### src/rtl/bp_pkg.sv
package bp_pkg;

    localparam int PC_W   = 18; // half-word pc, bits 18:1
    localparam int HIST_W = 7;
    localparam int CTR_W  = 2;
    localparam int IDX_W  = 5;

    typedef logic [PC_W:1]     pc_t;
    typedef logic [HIST_W-1:0] hist_t;
    typedef logic [CTR_W-1:0]  ctr_t;
    typedef logic [IDX_W-1:0]  tbl_idx_t; // default table index, 32 entries

    // correction code sent back to the core
    typedef logic [1:0] fix_t;

    localparam fix_t FIX_NONE      = 2'd0;
    localparam fix_t FIX_NOT_TAKEN = 2'd1; // said taken, fell through
    localparam fix_t FIX_TAKEN     = 2'd2; // said not taken, branch went elsewhere
    localparam fix_t FIX_TARGET    = 2'd3; // taken, but to another target

    localparam ctr_t CTR_MIN = '0;
    localparam ctr_t CTR_MAX = '1;

    // one decode or execute stage entry
    typedef struct packed {
        logic live;
        pc_t  pc;
        logic pred_taken;
        logic compressed;
    } stage_t;

    // a branch leaving execute, seen by all three tables
    typedef struct packed {
        logic valid;
        pc_t  pc;
        logic taken;
        pc_t  target;
        logic miss;
        logic jump;
        logic pred_taken;
    } resolve_t;

endpackage

### src/rtl/branch_target_buffer.sv
module branch_target_buffer #(
    parameter int TABLE_DEPTH = 32
) (
    input  logic             clk_i,
    input  logic             rst_i,
    input  bp_pkg::pc_t      pc_i,
    input  bp_pkg::resolve_t resolve_i,
    output bp_pkg::pc_t      pred_target_o
);

    localparam int IDX_W = $clog2(TABLE_DEPTH);

    // untagged, direct mapped on the low pc bits
    bp_pkg::pc_t targets [TABLE_DEPTH];

    logic [IDX_W-1:0] rd_idx;
    logic [IDX_W-1:0] wr_idx;
    logic             wr_en;

    assign rd_idx = pc_i[IDX_W:1];
    assign wr_idx = resolve_i.pc[IDX_W:1];

    // only a taken miss brings a new target; a not taken miss keeps the old one
    assign wr_en = resolve_i.valid && resolve_i.miss && resolve_i.taken;

    assign pred_target_o = targets[rd_idx]; // same cycle as the fetch pc

    always_ff @(posedge clk_i) begin
        if (rst_i) begin
            for (int i = 0; i < TABLE_DEPTH; i++) begin
                targets[i] <= '0;
            end
        end else if (wr_en) begin
            targets[wr_idx] <= resolve_i.target;
        end
    end

endmodule

### src/rtl/pattern_history_table.sv
module pattern_history_table #(
    parameter int TABLE_DEPTH = 32
) (
    input  logic             clk_i,
    input  logic             rst_i,
    input  bp_pkg::pc_t      pc_i,
    input  bp_pkg::hist_t    read_hist_i,
    input  bp_pkg::hist_t    update_hist_i,
    input  bp_pkg::resolve_t resolve_i,
    output logic             pred_taken_o
);

    localparam int IDX_W = $clog2(TABLE_DEPTH);

    bp_pkg::ctr_t counters [TABLE_DEPTH];

    logic [IDX_W-1:0] rd_idx;
    logic [IDX_W-1:0] wr_idx;
    logic             upd_en;
    bp_pkg::ctr_t     cur_ctr;
    bp_pkg::ctr_t     next_ctr;

    // gshare, pc xor history
    assign rd_idx = pc_i[IDX_W:1] ^ read_hist_i[IDX_W-1:0];
    assign wr_idx = resolve_i.pc[IDX_W:1] ^ update_hist_i[IDX_W-1:0];

    assign pred_taken_o = counters[rd_idx][bp_pkg::CTR_W-1]; // upper bit

    // jumps are always taken, they would only skew the counters
    assign upd_en = resolve_i.valid && !resolve_i.jump;

    always_comb begin
        cur_ctr  = counters[wr_idx];
        next_ctr = cur_ctr;
        if (resolve_i.taken) begin
            if (cur_ctr != bp_pkg::CTR_MAX) begin
                next_ctr = cur_ctr + bp_pkg::ctr_t'(1);
            end
        end else if (cur_ctr != bp_pkg::CTR_MIN) begin
            next_ctr = cur_ctr - bp_pkg::ctr_t'(1);
        end
    end

    always_ff @(posedge clk_i) begin
        if (rst_i) begin
            for (int i = 0; i < TABLE_DEPTH; i++) begin
                counters[i] <= bp_pkg::CTR_MIN; // strongly not taken
            end
        end else if (upd_en) begin
            counters[wr_idx] <= next_ctr;
        end
    end

endmodule

### src/rtl/global_history.sv
module global_history #(
    parameter int HIST_LEN = 7
) (
    input  logic             clk_i,
    input  logic             rst_i,
    input  logic             predict_i,
    input  logic             pred_taken_i,
    input  bp_pkg::resolve_t resolve_i,
    output bp_pkg::hist_t    read_hist_o,
    output bp_pkg::hist_t    update_hist_o
);

    // speculative history, newest direction in bit 0
    logic [HIST_LEN-1:0] spec_hist;
    logic [HIST_LEN-1:0] retire_hist;

    // predicted but not yet resolved, at most decode plus execute
    logic [1:0] inflight;
    logic [1:0] inflight_next;
    logic       repair;

    // back off the younger predictions to see what the retiring branch saw
    assign retire_hist = spec_hist >> inflight;

    assign read_hist_o   = bp_pkg::hist_t'(spec_hist);
    assign update_hist_o = bp_pkg::hist_t'(retire_hist);

    assign repair = resolve_i.valid && resolve_i.miss;

    always_comb begin
        inflight_next = inflight;
        case ({predict_i, resolve_i.valid})
            2'b10: inflight_next = inflight + 2'd1;
            2'b01: inflight_next = inflight - 2'd1;
            default: inflight_next = inflight; // both or neither, net zero
        endcase
    end

    always_ff @(posedge clk_i) begin
        if (rst_i) begin
            spec_hist <= '0;
            inflight  <= '0;
        end else if (repair) begin
            // younger entries are flushed at this edge, nothing left in flight
            spec_hist <= {retire_hist[HIST_LEN-2:0], resolve_i.taken};
            inflight  <= '0;
        end else begin
            if (predict_i) begin
                spec_hist <= {spec_hist[HIST_LEN-2:0], pred_taken_i};
            end
            inflight <= inflight_next;
        end
    end

endmodule

### src/rtl/resolve_tracker.sv
module resolve_tracker (
    input  logic             clk_i,
    input  logic             rst_i,
    input  logic             stall_i,
    input  bp_pkg::pc_t      pc_i,
    input  logic             predict_i,
    input  logic             compressed_i,
    input  logic             pred_taken_i,
    input  logic             jump_i,
    input  logic             taken_i,
    input  bp_pkg::pc_t      target_i,
    output bp_pkg::fix_t     fix_o,
    output bp_pkg::resolve_t resolve_o,
    output bp_pkg::pc_t      exe_pc_o,
    output logic             exe_compressed_o
);

    bp_pkg::stage_t dec_q;
    bp_pkg::stage_t exe_q;
    bp_pkg::stage_t dec_d;
    bp_pkg::stage_t exe_d;

    logic next_match;
    logic miss;

    // decode holds whatever fetch brought in after the branch
    assign next_match = (dec_q.pc == target_i);

    always_comb begin
        fix_o = bp_pkg::FIX_NONE;
        if (exe_q.live && !(taken_i && next_match)) begin
            if (!taken_i) begin
                if (exe_q.pred_taken) begin
                    fix_o = bp_pkg::FIX_NOT_TAKEN;
                end
            end else if (exe_q.pred_taken) begin
                fix_o = bp_pkg::FIX_TARGET;
            end else begin
                fix_o = bp_pkg::FIX_TAKEN;
            end
        end
    end

    assign miss = (fix_o != bp_pkg::FIX_NONE);

    // next stage contents, live dropped on a miss
    always_comb begin
        dec_d.live       = predict_i && !miss;
        dec_d.pc         = pc_i;
        dec_d.pred_taken = pred_taken_i;
        dec_d.compressed = compressed_i;

        exe_d      = dec_q;
        exe_d.live = dec_q.live && !miss;
    end

    always_ff @(posedge clk_i) begin
        if (rst_i) begin
            dec_q <= '0;
            exe_q <= '0;
        end else if (!stall_i) begin // hold both stages on stall
            dec_q <= dec_d;
            exe_q <= exe_d;
        end
    end

    always_comb begin
        resolve_o.valid      = exe_q.live && !stall_i; // train once, when it leaves
        resolve_o.pc         = exe_q.pc;
        resolve_o.taken      = taken_i;
        resolve_o.target     = target_i;
        resolve_o.miss       = miss;
        resolve_o.jump       = jump_i;
        resolve_o.pred_taken = exe_q.pred_taken;
    end

    assign exe_pc_o         = exe_q.pc;
    assign exe_compressed_o = exe_q.compressed;

endmodule

### src/rtl/branch_predictor.sv
module branch_predictor #(
    parameter int TABLE_DEPTH = 1 << $bits(bp_pkg::tbl_idx_t),
    parameter int HIST_LEN    = $bits(bp_pkg::hist_t)
) (
    input  logic         clk_i,
    input  logic         rst_i,
    input  logic         stall_i,
    // fetch side
    input  bp_pkg::pc_t  pc_i,
    input  logic         predict_i,
    input  logic         compressed_i,
    output bp_pkg::pc_t  pred_target_o,
    output logic         pred_taken_o,
    // execute side
    input  logic         jump_i,
    input  logic         taken_i,
    input  bp_pkg::pc_t  target_i,
    output bp_pkg::fix_t fix_o,
    output bp_pkg::pc_t  exe_pc_o,
    output logic         exe_compressed_o
);

    bp_pkg::resolve_t resolve;
    bp_pkg::hist_t    read_hist;
    bp_pkg::hist_t    update_hist;
    logic             predict_accept;

    // a stalled fetch repeats its pc, count it once
    assign predict_accept = predict_i && !stall_i;

    branch_target_buffer #(.TABLE_DEPTH(TABLE_DEPTH)) btb_inst (
        .clk_i         (clk_i),
        .rst_i         (rst_i),
        .pc_i          (pc_i),
        .resolve_i     (resolve),
        .pred_target_o (pred_target_o)
    );

    pattern_history_table #(.TABLE_DEPTH(TABLE_DEPTH)) pht_inst (
        .clk_i         (clk_i),
        .rst_i         (rst_i),
        .pc_i          (pc_i),
        .read_hist_i   (read_hist),
        .update_hist_i (update_hist),
        .resolve_i     (resolve),
        .pred_taken_o  (pred_taken_o)
    );

    global_history #(.HIST_LEN(HIST_LEN)) ghist_inst (
        .clk_i         (clk_i),
        .rst_i         (rst_i),
        .predict_i     (predict_accept),
        .pred_taken_i  (pred_taken_o),
        .resolve_i     (resolve),
        .read_hist_o   (read_hist),
        .update_hist_o (update_hist)
    );

    resolve_tracker tracker_inst (
        .clk_i            (clk_i),
        .rst_i            (rst_i),
        .stall_i          (stall_i),
        .pc_i             (pc_i),
        .predict_i        (predict_i),
        .compressed_i     (compressed_i),
        .pred_taken_i     (pred_taken_o),
        .jump_i           (jump_i),
        .taken_i          (taken_i),
        .target_i         (target_i),
        .fix_o            (fix_o),
        .resolve_o        (resolve),
        .exe_pc_o         (exe_pc_o),
        .exe_compressed_o (exe_compressed_o)
    );

endmodule

### config.mk
export PLATFORM = sky130hd
export DESIGN_NAME = branch_predictor
export DESIGN_NICKNAME = d
export VERILOG_FILES = /design/src/rtl/bp_pkg.sv /design/src/rtl/branch_target_buffer.sv /design/src/rtl/pattern_history_table.sv /design/src/rtl/global_history.sv /design/src/rtl/resolve_tracker.sv /design/src/rtl/branch_predictor.sv
export SDC_FILE = /design/constraint.sdc
export NUM_CORES = 1
export LEC_CHECK = 0
export ABC_AREA = 1
export BUFFER_PORTS_ARGS = -buffer_cell sky130_fd_sc_hd__clkbuf_2
export CORE_UTILIZATION = 55
export CTS_CLUSTER_DIAMETER = 30
export DETAILED_ROUTE_END_ITERATION = 10
export PLACE_DENSITY = 0.72
export SLEW_MARGIN = 30
export SYNTH_ARGS = -nofsm -noshare
export SYNTH_HDL_FRONTEND = slang
export SYNTH_HIERARCHICAL = 1
export SYNTH_SLANG_ARGS = --single-unit
### constraint.sdc
create_clock -name clk_i -period 6.3 [get_ports clk_i]
set_input_delay 1.26 -clock clk_i [delete_from_list [all_inputs] [get_ports clk_i]]
set_output_delay 1.26 -clock clk_i [all_outputs]
set_load 0.005 [all_outputs]
# Word-level counts from Yosys, hierarchy flattened
# Memories as Yosys holds them, arrays and structs flattened.
# Cells that the tools add are included.
[classes]
add_sub_neg = 4
n_mul = 0
div_mod_pow = 0
n_lt_le_gt_ge = 0
n_eq_ne = 4
shifts = 1
mux = 24
bitwise_logic = 2
n_reduce_logical = 20
[op_table]
columns = ["operator", "count"]
rows = [
  ["18-bit equality test", 1],
  ["18-bit 2-to-1 mux", 1],
  ["18-bit OR reduction", 1],
  ["7-bit 2-to-1 mux", 2],
  ["1-bit 2-to-1 mux", 12],
  ["2-bit 2-to-1 mux", 6],
  ["5-bit 2-to-1 mux", 2],
  ["5-bit bitwise XOR", 2],
  ["1-bit logical AND", 9],
  ["2-bit nonzero test", 4],
  ["7-bit by 2-bit >> shifter with 6-bit output", 1],
  ["2-bit by 1-bit adder with 2-bit output (second input constant)", 2],
  ["1-bit zero test", 4],
  ["2-bit case mux with 2 select lines", 1],
  ["2-bit OR reduction", 2],
  ["2-bit by 1-bit subtractor with 2-bit output (second input constant)", 2],
  ["2-bit by 1-bit equality test with 1-bit output (second input constant)", 1],
  ["2-bit equality test (second input constant)", 1],
  ["2-bit inequality test (second input constant)", 1],
]
[word_totals]
register_bits = 51
latch_bits = 0
mem_bits_rw = 640
rom_bits = 0
inputBits = 43
mem_count = 2
[memory_table]
columns = ["memory", "words", "width", "rd", "rd_ports_with_merged_regs", "write_ports", "line_no", "text"]
rows = [
  ["btb_inst.targets", 32, 18, 1, 0, 32, "branch_target_buffer.sv:14", "bp_pkg::pc_t targets [TABLE_DEPTH];"],
  ["pht_inst.counters", 32, 2, 2, 0, 32, "pattern_history_table.sv:15", "bp_pkg::ctr_t counters [TABLE_DEPTH];"],
]

# Longest topological paths before layout
[depth]
depth_word = 13
ltp_mapped = 21

# By module
# Netlist, hierarchy kept.
[modules_own_cells]
columns = ["module", "n_inst", "cells_per_inst", "area_each_um2", "seq_area_each_um2"]
rows = [
  ["branch_target_buffer", 1, 2708, 26731.9, 17296.6],
  ["pattern_history_table", 1, 471, 3893.7, 1921.8],
  ["resolve_tracker", 1, 323, 2263.4, 840.8],
  ["global_history", 1, 108, 619.3, 180.2],
  ["branch_predictor", 1, 2, 10.0, 0.0],
]

# Least setup slack after synthesis
# Ideal clock, no wire load.
[synth_timing]
path_type = "input port to flip-flop"
start = "input target_i[13]"
end = "memory btb_inst/targets[0][0] (netlist bit) (enable)"
setup_time_ps = 375
arrival_ps = 3511
t_required_ps = 5925
setup_slack_ps = 2414
path_stages = 13
path_buffers = 2
path_cell_list = "inv_1 > or2_2 > nand4_1 > nor2_1 > nand3_2 > o211ai_2 > inv_1 > buf_4 > nand4_4 > nor3_4 > nand2_4 > buf_2 > nand2_1"
[synth_rtl]
columns = ["element", "line_no", "text"]
rows = [
  ["start: declaration", "branch_predictor.sv:17", "input bp_pkg::pc_t target_i,"],
  ["end: declaration", "branch_target_buffer.sv:14", ""],
]

# Worst setup path in the final report
[layout_timing]
start = "input pc_i[0]"
end = "output pred_target_o[12]"
[layout_via]
elab_chain_cells = 1
[layout_rtl]
columns = ["element", "line_no", "text"]
rows = [
  ["start: declaration", "branch_predictor.sv:9", "input bp_pkg::pc_t pc_i,"],
  ["memory read 32 x 18 bit", "n/a", ""],
  ["end: declaration", "branch_predictor.sv:12", "output bp_pkg::pc_t pred_target_o,"],
]
# No other way between the ends.

==> out/results.md <==
| Metric | This run |
| --- | --- |
| Leakage Power | 16.1 nW |
| Total power divided by cell area | 358 nW/um^2 |
| Clock tree root driver cell | clkbuf_16 |
| Core region area | 59500 um^2 |
| Total detailed-routing wirelength | 95500 um |
| Number of endpoints with negative hold slack in the final report | 0 |
| Net Count, Synth | 3641 |
| Buffers added on ports | 82 |
| WP data required | 5.04 ns |
| Max_slew headroom | 35.0% |
| TritonCTS clock tree | built |
| Via-to-Cell Ratio | 5.81 |
| Net count reported at finish | 3626 |
| Ordered cell list for the critical path | buf_8 > inv_8 > buf_4 > nand2_1 > nand3_1 > nand3_1 > nand2_1 > nand2_1 > nand2_1 > nand2_1 > nand2_1 > clkbuf_2 |
| Placed instance area | 33700 um^2 |
| Number of buffers added by the clock tree synthesis step | 144 |
| Deepest clock path buffer count | 3 |
| Utilization of the core after routing | 64.7% |
| DR vias | 26000 |
| Antenna violations before repair | 2 |
| Via count of the first global-routing pass | 25400 |
| HPWL after DPL | 52800 um |
| CP Class | in2out |
| Sequential standard cell area | 20200 um^2 |
| Count of final setup violators | 0 |
| Launching element type of the critical path | input port |
| Worst endpoint data arrival time | 3.72 ns |
| GRT Residual Overflow | 0 |
| Pin count of the biggest net entering global routing | 141 |
| Mean area per synthesized cell | 9.29 um^2 |
| Largest vdd supply drop | 0.322 mV |
| Synth-to-Final Area Change | 15.2% |
| Max-cap violations | 0 |
| DIE HEIGHT | 248 um |
| Number of cells upsized or downsized after cts | 0 |
| Max incr delay on CP | 0.61 ns |
| Status | finished, final reports clean |
| Die Width | 248 um |
| Cell with the largest stage delay on the worst path | inv_8 |
| Per-cell routed wire length | 21.4 um |
| Antenna-violating nets left | 0 |
| Slew of the pin with the lowest slew margin | 0.973 ns |
| Clock transition at path regs | 0.04 ns |
| Post-CTS Hold Buffers | 0 |
| Final Skew | 0.0367 ns |
| Die Area | 61700 um^2 |
| Final WS setup | 1.32 ns |
| Final worst path period need | 4.98 ns |
| Top-level I/O count | 83 |
| Post-CTS Repair Setup Buffers | 0 |
| Fmax achieved | 0.201 GHz |
| Cell area after layout | 38500 um^2 |
| DR pass1 iterations | 7 |
| Nature of the critical path endpoint | primary output |
| Final routed DRC violation total | 0 |
| Part of the cycle the worst path needs | 79.0% |
| Total of fill cells in the finished design | 4738 |
| Slew Viols, Final | 0 |
| Gate count after technology mapping | 3597 |
| Most common cell on crit path | nand2_1 |
| Pre-CTS setup slack | 1.40 ns |
| Mapped Area | 33400 um^2 |
| Global Route Usage Sum | 30.8% |
| Layout cells sized above 1 | 15.4% |
| Clock Latency Late Sink | 0.73 ns |
| TritonCTS Sinks | 691 |
| Final weighted congestion in routability-driven placement | 0.871 |
| Unrepaired setup endpoints after global routing | false |
| Setup TNS | 0 ns |
| Min-Delay Path Class | reg2reg |
| First-iteration detailed-routing DRC count | 2797 |
| Area of the multi-input gates | 11300 um^2 |
| Effective utilization at floorplan | 56.2% |
| Htree depth | 4 |
| Warnings from Yosys | 6 |
| Number of placement rows | 89 |
| Max Fanout on Critical Path | 131 |
| Wire length of the first global-routing pass | 145000 um |
==> power by group <==
part / internal (mW) / switching [mW] / total [mW]
combinational: 0.251 / 0.849 / 1.10
clock: 4.99 / 2.43 / 7.41
sequential: 5.18 / 0.0683 / 5.25
total: 10.4 / 3.35 / 13.8
==> per-stage QoR <==
stage	hold slack, ns	cells	power, mW
floorplan	0.441	3597	6.07
global placement	0.453	4208	6.37
detailed placement	0.459	4209	6.39
CTS	0.467	4468	13.7
global route	0.490	4468	14.1
finish	0.466	4469	13.8
==> final timing paths <==
kind | from | endpoint | slack (ns) | cells after the start
hold reg to reg | tracker_inst/dec_q[20] | tracker_inst/dec_q[20] | 0.47 | 2
setup / recovery | pc_i[0] | pred_target_o[12] | 1.32 | 12
setup reg to reg | ghist_inst/inflight[1] | pht_inst/counters[0][1] | 2.28 | 15
hold / removal | tracker_inst/dec_q[20] | tracker_inst/dec_q[20] | 0.47 | 2
==> final cells by class <==
class	instances	share of cell area, %
inverters	102	1.03
diodes	1	0.00650
flip-flops and latches	691	52.6
clock inverters	90	2.42
well taps	773	2.51
repair buffers	132	2.19
clock buffers	169	9.94
multi-input cells	2511	29.3
==> critical path, delay by kind of cell <==
family,cells,cell delay (ns)
and+or+nand+nor,8,0.77
buffers and inverters,4,1.49
==> sequential cells by signal, indices dropped and copies added (netlist names) <==
register                       flops
btb_inst/targets                 576
pht_inst/counters                 64
tracker_inst/dec_q                21
tracker_inst/exe_pc_o             18
ghist_inst/read_hist_o             7
ghist_inst/inflight                2
tracker_inst/exe_compressed_o      1
tracker_inst/exe_q                 1
tracker_inst/resolve_o             1
==> metal layers <==
layer	wire (um)	up-vias	track usage, %	part of all wire [%]
met3	9680	229	6.50	10
met4	3130	2	13.5	3.3
li1	-	11900	-	-
met2	46200	1502	50.0	48
met1	36500	12400	40.1	38
met5	13	-	0	0.014
==> cells in the final DEF, fill, tap and decap left out, types with 3 or more instances in the layout <==
cell type	n
a211oi_1	21
a21oi_1	33
a21oi_2	30
buf_4	47
bufinv_16	17
clkbuf_1	18
clkbuf_16	149
clkbuf_2	79
clkinv_1	38
clkinv_2	20
clkinv_4	4
clkinvlp_4	15
dfxtp_1	51
edfxtp_1	640
inv_1	78
inv_2	11
inv_6	4
nand2_1	1134
nand2_2	11
nand2_4	33
nand3_1	516
nor2_1	558
nor2_2	115
nor3_1	5
nor3_4	11
o211ai_1	10
o21ai_0	9
or2_2	3
xnor2_1	5
xor2_1	4
Note: power is estimated with default switching activity, not from simulation.
